## src/axi_pkg.sv

```systemverilog
`default_nettype none

package axi_pkg;

    // read id, one per fill engine
    typedef logic [3:0] axi_id_t;

    localparam axi_id_t axi_id_icache = 4'd0;
    localparam axi_id_t axi_id_dcache = 4'd1;

    // fixed burst shape, the slave is expected to follow it
    localparam int axi_burst_beats = 8;   // arlen/awlen of 7

    localparam logic [1:0] axi_burst_incr = 2'b01;

    localparam logic [2:0] axi_size_word = 3'b010;  // 4 bytes per beat

endpackage

`default_nettype wire

```

## src/cache_pkg.sv

```systemverilog
`default_nettype none

package cache_pkg;

    typedef logic [31:0]  addr_t;
    typedef logic [31:0]  word_t;
    typedef logic [255:0] line_t;  // word 0 in bits 31:0

    localparam int words_per_line   = 8;
    localparam int line_offset_bits = 5;

    typedef enum logic [1:0] {
        fill_idle,
        fill_request,   // waiting for the read address grant
        fill_collect
    } fill_state_e;

    typedef enum logic [1:0] {
        wb_idle,
        wb_addr,
        wb_data,
        wb_resp
    } wb_state_e;

endpackage

`default_nettype wire

```

## src/line_fill.sv

```systemverilog
`timescale 1ns/100ps
`default_nettype none

module line_fill #(
    parameter axi_pkg::axi_id_t fill_id = axi_pkg::axi_id_icache
) (
    input  logic                aclk,
    input  logic                rst,
    input  logic                rd_req_i,
    input  cache_pkg::addr_t    rd_addr_i,
    input  logic                ar_grant_i,
    input  logic                beat_valid_i,
    input  cache_pkg::word_t    beat_data_i,
    input  logic                beat_last_i,
    output logic                ar_req_o,
    output cache_pkg::addr_t    ar_addr_o,
    output axi_pkg::axi_id_t    ar_id_o,
    output logic                ret_valid_o,
    output cache_pkg::line_t    ret_data_o
);

    cache_pkg::fill_state_e state;
    cache_pkg::line_t       line_q;  // beats so far, newest on top

    assign ar_req_o = (state == cache_pkg::fill_request);
    assign ar_id_o  = fill_id;

    always_ff @(posedge aclk) begin
        if (rst) begin
            state       <= cache_pkg::fill_idle;
            ret_valid_o <= 1'b0;
        end else begin
            ret_valid_o <= 1'b0;
            case (state)
                cache_pkg::fill_idle: begin
                    // req is still high during the return pulse
                    if (rd_req_i && !ret_valid_o) begin
                        state <= cache_pkg::fill_request;
                    end
                end
                cache_pkg::fill_request: begin
                    if (ar_grant_i) state <= cache_pkg::fill_collect;
                end
                cache_pkg::fill_collect: begin
                    if (beat_valid_i && beat_last_i) begin
                        state       <= cache_pkg::fill_idle;
                        ret_valid_o <= 1'b1;
                    end
                end
                default: state <= cache_pkg::fill_idle;
            endcase
        end
    end

    always_ff @(posedge aclk) begin
        if (state == cache_pkg::fill_idle) begin
            ar_addr_o <= {rd_addr_i[31:cache_pkg::line_offset_bits],
                          {cache_pkg::line_offset_bits{1'b0}}};
        end
        if (state == cache_pkg::fill_collect && beat_valid_i) begin
            line_q <= {beat_data_i, line_q[$bits(cache_pkg::line_t)-1:$bits(cache_pkg::word_t)]};
            if (beat_last_i) begin
                ret_data_o <= {beat_data_i,
                               line_q[$bits(cache_pkg::line_t)-1:$bits(cache_pkg::word_t)]};
            end
        end
    end

endmodule

`default_nettype wire

```

## src/read_arbiter.sv

```systemverilog
`timescale 1ns/100ps
`default_nettype none

module read_arbiter (
    input  logic                aclk,
    input  logic                rst,
    // instruction fill engine
    input  logic                i_req_i,
    input  cache_pkg::addr_t    i_addr_i,
    input  axi_pkg::axi_id_t    i_id_i,
    output logic                i_grant_o,
    output logic                i_beat_valid_o,
    // data fill engine
    input  logic                d_req_i,
    input  cache_pkg::addr_t    d_addr_i,
    input  axi_pkg::axi_id_t    d_id_i,
    output logic                d_grant_o,
    output logic                d_beat_valid_o,
    // shared beat toward both engines
    output cache_pkg::word_t    beat_data_o,
    output logic                beat_last_o,
    // axi read address
    output axi_pkg::axi_id_t    arid_o,
    output cache_pkg::addr_t    araddr_o,
    output logic                arvalid_o,
    input  logic                arready_i,
    // axi read data
    input  axi_pkg::axi_id_t    rid_i,
    input  cache_pkg::word_t    rdata_i,
    input  logic                rlast_i,
    input  logic                rvalid_i
);

    logic sel_d;    // pending address belongs to the data engine
    logic ar_done;

    assign ar_done = arvalid_o && arready_i;

    always_ff @(posedge aclk) begin
        if (rst) begin
            arvalid_o <= 1'b0;
            sel_d     <= 1'b0;
        end else if (ar_done) begin
            arvalid_o <= 1'b0;
        end else if (!arvalid_o && (d_req_i || i_req_i)) begin
            arvalid_o <= 1'b1;
            sel_d     <= d_req_i;  // data side wins a tie
        end
    end

    always_ff @(posedge aclk) begin
        if (!arvalid_o) begin
            araddr_o <= d_req_i ? d_addr_i : i_addr_i;
            arid_o   <= d_req_i ? d_id_i : i_id_i;
        end
    end

    assign d_grant_o = ar_done && sel_d;
    assign i_grant_o = ar_done && !sel_d;

    // beats go back by id, rready is tied high outside
    assign i_beat_valid_o = rvalid_i && (rid_i == i_id_i);
    assign d_beat_valid_o = rvalid_i && (rid_i == d_id_i);
    assign beat_data_o    = rdata_i;
    assign beat_last_o    = rlast_i;

endmodule

`default_nettype wire

```

## src/line_writeback.sv

```systemverilog
`timescale 1ns/100ps
`default_nettype none

module line_writeback (
    input  logic                aclk,
    input  logic                rst,
    // cache side
    input  logic                wr_req_i,
    input  cache_pkg::addr_t    wr_addr_i,
    input  cache_pkg::line_t    wr_data_i,
    output logic                wr_rdy_o,
    output logic                wr_done_o,
    // axi write address
    output cache_pkg::addr_t    awaddr_o,
    output logic                awvalid_o,
    input  logic                awready_i,
    // axi write data
    output cache_pkg::word_t    wdata_o,
    output logic                wlast_o,
    output logic                wvalid_o,
    input  logic                wready_i,
    // axi write response
    input  logic                bvalid_i,
    output logic                bready_o
);

    cache_pkg::wb_state_e state;
    cache_pkg::line_t     line_q;
    logic [$clog2(cache_pkg::words_per_line)-1:0] beat_cnt;
    logic last_beat;

    assign last_beat = (int'(beat_cnt) == cache_pkg::words_per_line - 1);

    assign wr_rdy_o  = (state == cache_pkg::wb_idle);
    assign awvalid_o = (state == cache_pkg::wb_addr);
    assign wvalid_o  = (state == cache_pkg::wb_data);
    assign wlast_o   = wvalid_o && last_beat;
    assign bready_o  = (state == cache_pkg::wb_resp);
    assign wdata_o   = line_q[$bits(cache_pkg::word_t)-1:0];  // lowest word goes out first

    always_ff @(posedge aclk) begin
        if (rst) begin
            state     <= cache_pkg::wb_idle;
            beat_cnt  <= '0;
            wr_done_o <= 1'b0;
        end else begin
            wr_done_o <= 1'b0;
            case (state)
                cache_pkg::wb_idle: begin
                    if (wr_req_i) begin
                        state    <= cache_pkg::wb_addr;
                        beat_cnt <= '0;
                    end
                end
                cache_pkg::wb_addr: begin
                    if (awready_i) state <= cache_pkg::wb_data;
                end
                cache_pkg::wb_data: begin
                    if (wready_i) begin
                        beat_cnt <= beat_cnt + 1'b1;
                        if (last_beat) state <= cache_pkg::wb_resp;
                    end
                end
                cache_pkg::wb_resp: begin
                    if (bvalid_i) begin
                        state     <= cache_pkg::wb_idle;
                        wr_done_o <= 1'b1;
                    end
                end
                default: state <= cache_pkg::wb_idle;
            endcase
        end
    end

    always_ff @(posedge aclk) begin
        if (state == cache_pkg::wb_idle && wr_req_i) begin
            awaddr_o <= {wr_addr_i[31:cache_pkg::line_offset_bits],
                         {cache_pkg::line_offset_bits{1'b0}}};
            line_q   <= wr_data_i;
        end else if (wvalid_o && wready_i) begin
            line_q <= line_q >> $bits(cache_pkg::word_t);
        end
    end

endmodule

`default_nettype wire

```

## src/cache_axi_top.sv

```systemverilog
`timescale 1ns/100ps
`default_nettype none

module cache_axi_top (
    input  logic                aclk,
    input  logic                rst,
    // icache refill
    input  logic                icache_rd_req_i,
    input  cache_pkg::addr_t    icache_rd_addr_i,
    output logic                icache_ret_valid_o,
    output cache_pkg::line_t    icache_ret_data_o,
    // dcache refill
    input  logic                dcache_rd_req_i,
    input  cache_pkg::addr_t    dcache_rd_addr_i,
    output logic                dcache_ret_valid_o,
    output cache_pkg::line_t    dcache_ret_data_o,
    // dcache writeback
    input  logic                dcache_wr_req_i,
    input  cache_pkg::addr_t    dcache_wr_addr_i,
    input  cache_pkg::line_t    dcache_wr_data_i,
    output logic                dcache_wr_rdy_o,
    output logic                dcache_wr_done_o,
    // axi read
    output axi_pkg::axi_id_t    arid_o,
    output cache_pkg::addr_t    araddr_o,
    output logic                arvalid_o,
    input  logic                arready_i,
    input  axi_pkg::axi_id_t    rid_i,
    input  cache_pkg::word_t    rdata_i,
    input  logic                rlast_i,
    input  logic                rvalid_i,
    // axi write
    output cache_pkg::addr_t    awaddr_o,
    output logic                awvalid_o,
    input  logic                awready_i,
    output cache_pkg::word_t    wdata_o,
    output logic                wlast_o,
    output logic                wvalid_o,
    input  logic                wready_i,
    input  logic                bvalid_i,
    output logic                bready_o
);

    logic             i_req, d_req;
    cache_pkg::addr_t i_addr, d_addr;
    axi_pkg::axi_id_t i_id, d_id;
    logic             i_grant, d_grant;
    logic             i_beat_valid, d_beat_valid;
    cache_pkg::word_t beat_data;
    logic             beat_last;

    line_fill #(.fill_id(axi_pkg::axi_id_icache)) u_ifill (
        .aclk, .rst,
        .rd_req_i(icache_rd_req_i), .rd_addr_i(icache_rd_addr_i),
        .ar_grant_i(i_grant),
        .beat_valid_i(i_beat_valid), .beat_data_i(beat_data), .beat_last_i(beat_last),
        .ar_req_o(i_req), .ar_addr_o(i_addr), .ar_id_o(i_id),
        .ret_valid_o(icache_ret_valid_o), .ret_data_o(icache_ret_data_o)
    );

    line_fill #(.fill_id(axi_pkg::axi_id_dcache)) u_dfill (
        .aclk, .rst,
        .rd_req_i(dcache_rd_req_i), .rd_addr_i(dcache_rd_addr_i),
        .ar_grant_i(d_grant),
        .beat_valid_i(d_beat_valid), .beat_data_i(beat_data), .beat_last_i(beat_last),
        .ar_req_o(d_req), .ar_addr_o(d_addr), .ar_id_o(d_id),
        .ret_valid_o(dcache_ret_valid_o), .ret_data_o(dcache_ret_data_o)
    );

    read_arbiter u_rd_arb (
        .aclk, .rst,
        .i_req_i(i_req), .i_addr_i(i_addr), .i_id_i(i_id),
        .i_grant_o(i_grant), .i_beat_valid_o(i_beat_valid),
        .d_req_i(d_req), .d_addr_i(d_addr), .d_id_i(d_id),
        .d_grant_o(d_grant), .d_beat_valid_o(d_beat_valid),
        .beat_data_o(beat_data), .beat_last_o(beat_last),
        .arid_o, .araddr_o, .arvalid_o, .arready_i,
        .rid_i, .rdata_i, .rlast_i, .rvalid_i
    );

    line_writeback u_wb (
        .aclk, .rst,
        .wr_req_i(dcache_wr_req_i), .wr_addr_i(dcache_wr_addr_i),
        .wr_data_i(dcache_wr_data_i),
        .wr_rdy_o(dcache_wr_rdy_o), .wr_done_o(dcache_wr_done_o),
        .awaddr_o, .awvalid_o, .awready_i,
        .wdata_o, .wlast_o, .wvalid_o, .wready_i,
        .bvalid_i, .bready_o
    );

endmodule

`default_nettype wire

```

## config.mk

```make
export PLATFORM = sky130hd
export DESIGN_NAME = cache_axi_top
export DESIGN_NICKNAME = d
export VERILOG_FILES = /design/src/axi_pkg.sv /design/src/cache_pkg.sv /design/src/line_fill.sv /design/src/read_arbiter.sv /design/src/line_writeback.sv /design/src/cache_axi_top.sv
export SDC_FILE = /design/constraint.sdc
export NUM_CORES = 1
export LEC_CHECK = 0
export BUFFER_PORTS_ARGS = -buffer_cell sky130_fd_sc_hd__buf_2
export CAP_MARGIN = 10
export CORE_AREA = 2 2 395 397
export DETAILED_ROUTE_END_ITERATION = 7
export DIE_AREA = 0 0 397 399
export HOLD_SLACK_MARGIN = 0.08
export PLACE_DENSITY_LB_ADDON = 0.15
export SYNTH_ARGS = -nofsm -noshare
export SYNTH_HDL_FRONTEND = slang
export SYNTH_SLANG_ARGS = --single-unit
```

## constraint.sdc

```tcl
create_clock -name aclk -period 38 [get_ports aclk]
set_clock_uncertainty 0.05 [all_clocks]
set_input_delay 1.9 -clock aclk [delete_from_list [all_inputs] [get_ports aclk]]
set_output_delay 1.9 -clock aclk [all_outputs]
set_load 0.05 [all_outputs]
```

; Word level (Yosys, flattened, before mapping)
; Cells that the tools add are included.
[classes]
addsub = 1
muxes = 24
reduce_logical = 37
bitwise_logic = 4
n_eq_ne = 20
[op_table]
columns = cell, n
row1 = 256-bit 2-to-1 mux, 2
row2 = 32-bit 2-to-1 mux, 1
row3 = 2-bit 2-to-1 mux, 11
row4 = 1-bit logical AND, 15
row5 = 2-bit inequality test (second input constant), 6
row6 = 2-bit one-hot mux with 3 select lines, 2
row7 = 2-bit by 1-bit inequality test with 1-bit output (second input constant), 5
row8 = 3-bit AND reduction, 3
row9 = 2-bit == test (second input constant), 4
row10 = 2-bit one-hot mux with 4 select lines, 1
row11 = 2-bit OR reduction, 4
row12 = 2-bit by 1-bit == test with 1-bit output (second input constant), 3
row13 = 2-bit zero test, 3
row14 = 3-bit 2-to-1 mux, 2
row15 = 3-bit one-hot mux with 2 select lines, 1
row16 = 2-bit AND reduction, 3
row17 = 5-bit AND reduction, 1
row18 = 4-bit by 1-bit == test with 1-bit output (second input constant), 1
row19 = 1-bit zero test, 4
row20 = 4-bit zero test, 1
row21 = 1-bit 2-to-1 mux, 4
row22 = 1-bit NOT, 4
row23 = 2-bit nonzero test, 2
row24 = 3-bit by 1-bit adder with 3-bit output (second input constant), 1
row25 = 2 further kinds, 2
[word_totals]
word_cells = 105
reg_bits = 1411
inputBits = 399

; Logic depth before layout (Yosys ltp)
[depth]
word_depth = 5
depth_mapped = 7
depth_no_buf = 6

; Modules after synthesis
; From an unflattened synthesis, not the netlist that was laid out.
[hier_totals]
hier_cells = 1858
hier_area_um2 = 45758.9
[modules_own_cells]
columns = mod, area_per_inst_um2, cells_per_inst, n_inst
row1 = line_fill (u_dfill), 15439.8, 534, 1
row2 = line_fill (u_ifill), 15436.1, 533, 1
row3 = line_writeback, 12854.8, 658, 1
row4 = read_arbiter, 2028.2, 133, 1

; Worst setup path before layout
; No wires, ideal clock.
[synth_timing]
path_kind = input-to-reg
from = input rid_i[1]
to = register u_dfill.ret_data_o[0], enable pin
cell_stages = 3
n_path_buf = 0
arrival_ns = 13.064
path_slack_ns = 24.008
cell_sequence = nor4b_1 -> nand2_1 -> nor2_1
[synth_between]
elab_chain_len = 4
[synth_rtl]
columns = element, line_no
row1 = "start, declared", cache_axi_top.sv:28  ; input axi_pkg::axi_id_t rid_i,
row2 = 4-bit by 1-bit == test with 1-bit output, read_arbiter.sv:63  ; assign d_beat_valid_o = rvalid_i && (rid_i == d_id_i);
row3 = 1-bit logical AND, read_arbiter.sv:63
row4 = 1-bit logical AND, line_fill.sv:60  ; if (state == cache_pkg::fill_collect && beat_valid_i) begin
row5 = 2-bit AND reduction (no line), -
row6 = "end signal, assigned", line_fill.sv:63  ; ret_data_o <= {beat_data_i,
row7 = "end, declared", line_fill.sv:19  ; output cache_pkg::line_t ret_data_o
; Every way passes these cells.
; A chain may end at the register's enable or synchronous reset.

; Worst setup path in the final report
[layout_timing]
from = input dcache_wr_req_i
to = register u_wb.line_q[207] (data pin)
[layout_between]
elab_chain_len = 2
[layout_rtl]
columns = element, line_no
row1 = "start, declared", cache_axi_top.sv:18  ; input logic dcache_wr_req_i,
row2 = 1-bit logical AND, line_writeback.sv:76  ; if (state == cache_pkg::wb_idle && wr_req_i) begin
row3 = 256-bit 2-to-1 mux, line_writeback.sv:76
row4 = "end signal, assigned", line_writeback.sv:79  ; line_q <= wr_data_i;
row5 = "end signal, assigned", line_writeback.sv:81  ; line_q <= line_q >> $bits(cache_pkg::word_t);
row6 = "end, declared", line_writeback.sv:28  ; cache_pkg::line_t line_q;
; Every way passes these cells.

==> impl_metrics.ini <==
[yosys]
synthMuxAreaShare = 0.0719
ys_types = 39
ys_warn_count = 0
synth_common_cells = edfxtp_1 (1325), mux2_2 (151), mux2_4 (100)
synth_xor_xnor_area_share = 0
synthFlopType = edfxtp_1
netlist_area_um2 = 44700
synth_top_area_frac = 0.890
ys_ff_latch = 1339
synth_area_leaders = edfxtp_1 (89%), mux2_2 (3.8%), mux2_4 (3.4%)
synth.most_common_cell = edfxtp_1
synthSimpleGateAreaFrac = 0.00896
yosysSeqAreaShare = 0.897
yosys.area.top_type = edfxtp_1
syn_area_per_cell_um2 = 25.2
synth-edff-count = 1325
syn_inst = 1775
synth_compound_area_frac = 0.00297
synth-adder-area-share = 0.00196
synth_top_family_by_area = multiplexers
async_reset_ff_frac = 0

[global_routing]
antenna_found_initial = 47
grtUsageTotal = 0.145
grt_pass1_wl_um = 164000
grt-ovfl-total = 0
grt_max_degree = 147
grt_pass1_vias = 21600

[placement]
port_buffers = 991
hpwl_um = 84300
finalWeightedCongestion = 0.914

[timing]
timing.final.crit_share = 0.148
max_freq_mhz = 178
hold_viol = 0
rsz0062_at_grt = no
setup_viol = 0
drv_slew = 0
whs_ns = 0.343
fin_crit_ns = 5.63
slew_headroom = 0.209
setup-tns-final_ns = 0
tightestPinTransition_ns = 1.19

[floorplan]
die_x_um = 397
core_area_um2 = 154000
fp.dieH_um = 399
io_pins = 1020
rows = 144
dieArea_um2 = 158000
start_util = 0.291

[final_layout]
final_core_util = 0.368
n_fill_cell = 14300
synthToLayoutAreaGrowth_pct = 26.5
drive_gt1_frac = 0.496
nets = 3280

[power]
internal-power_mw = 2.81
power_density_nw_per_um2 = 66.0
sw_frac_of_total = 0.247
clkPwrFrac = 0.371
vdd_drop_max_v = 0.0000344
p_sw_uw = 922
leakage_nw = 20.4
combinationalPowerShare = 0.129
seqPwrFrac = 0.500

[clocking]
cts_sinks = 1339
cts_tree = done
hold_buffers = 0
clk_path_buf_depth = 3
cts_root_buf = clkbuf_16
ctsResizeCount = 0
clk_latency_ns = 0.79
cts_buffers = 148
clk_pin_slew_ns = 0.06
cts_htree_levels = 4
cts_post_setup_buffers_inserted = 0

[setup_path]
worstPathRequired_ns = 38.46
worstPathArrival_ns = 6.09
critPathLaunchType = primary input
cp_max_fo = 76
crit_path_end_kind = flop
crit_type = primary input to flop

[routing]
dr.first_iter.drc_count = 1351
vias = 20900
vias_per_cell = 4.15
wl_per_cell_um = 23.8
ant_nets = 0
drc_errors = 0
finalWirelength_um = 120000
dr.pass1.iters = 5

[run_status]
outcome = completed

[job]
maxCapViolCount = 0

[min_path]
holdCritPathClass = flop to flop
[power groups by stage]
stage / combinational (mW) / clock [mW] / sequential (mW)
2_1_floorplan: 0.373 / 0 / 1.94
3_3_place_gp: 0.478 / 0 / 1.90
3_5_place_dp: 0.485 / 0 / 1.90
4_1_cts: 0.487 / 1.43 / 1.87
5_1_grt: 0.512 / 1.49 / 1.88
6_report: 0.480 / 1.39 / 1.87
[critical path, cell delays in order]
cell and delay (ns):
buf_2 0.59, and2_4 0.27, buf_4 0.72, buf_4 0.91
buf_4 0.99, mux2_2 0.48
[sequential cells by signal, indices dropped and copies added (netlist names)]
name,flops
u_ifill.line_q,224
u_wb.state,2
u_ifill.ret_valid_o,1
u_rd_arb.araddr_o,27
u_ifill.state,2
u_dfill.ar_addr_o,27
u_rd_arb.sel_d,1
u_wb.line_q,256
u_dfill.state,2
u_rd_arb.arid_o,1
u_dfill.ret_valid_o,1
u_ifill.ret_data_o,256
u_ifill.ar_addr_o,27
u_wb.beat_cnt,3
u_rd_arb.arvalid_o,1
u_dfill.ret_data_o,256
u_wb.awaddr_o,27
u_wb.wr_done_o,1
u_dfill.line_q,224
[cell type report]
type / count / area [um2] / area share
inverters: 9 / 33.8 / 0.000598
flip-flops and latches: 1339 / 40100 / 0.709
clock inverters: 88 / 838 / 0.0148
well taps: 2044 / 2560 / 0.0452
multi-input cells: 359 / 3930 / 0.0694
clock buffers: 179 / 3900 / 0.0690
diodes: 4 / 10.0 / 0.000177
repair buffers: 1017 / 5200 / 0.0920
[cells by family (layout without fill, tap and decap cells)]
logic type	Yosys count	after routing
AND/OR/NAND/NOR	68	68
AO/OA/AOI/OAI	19	19
adder cells (fa/ha/maj)	7	7
other	1	17
buffers and inverters	89	1293
multiplexers	252	252
flip-flops	1339	1339
[final timing paths]
kind	depth (start not counted)	from	slack [ns]	to
min	0	u_dfill.line_q[58]	0.34	u_dfill.ret_data_o[26]
min reg2reg	0	u_dfill.line_q[58]	0.34	u_dfill.ret_data_o[26]
max reg2reg	8	u_wb.state[0]	33.10	u_wb.line_q[207]
max	6	dcache_wr_req_i	32.37	u_wb.line_q[207]
[cell usage in the layout (no fill, tap or decap), drive strengths merged, types with 4 or more instances in the layout]
| cell type | n |
|---|---|
| clkinvlp | 4 |
| inv | 12 |
| conb | 13 |
| clkinv | 73 |
| and3 | 34 |
| nand2 | 4 |
| o21ai | 4 |
| nor2 | 10 |
| diode | 4 |
| dfxtp | 14 |
| buf | 1017 |
| mux2 | 251 |
| ha | 7 |
| edfxtp | 1325 |
| clkbuf | 179 |
| a21oi | 4 |
| bufinv | 8 |
[per-stage QoR]
step           power [mW]  area (um2)  worst slack [ns]  cells
2_1_floorplan        2.32       44700             24.01   1787
5_1_grt              3.88       56500             32.20   5035
4_1_cts              3.79       56500             32.35   5034
3_5_place_dp         2.38       51800             31.48   4767
3_3_place_gp         2.38       51800             31.56   4767
6_report             3.73       56500             32.37   5039
[layer usage]
metal  global-route usage  wire (um)
met1                0.168      45600
met2                0.245      59800
met3               0.0623      11400
met4               0.0430       3060
met5                    0         61
No activity file was read; power rests on OpenSTA's default activity.
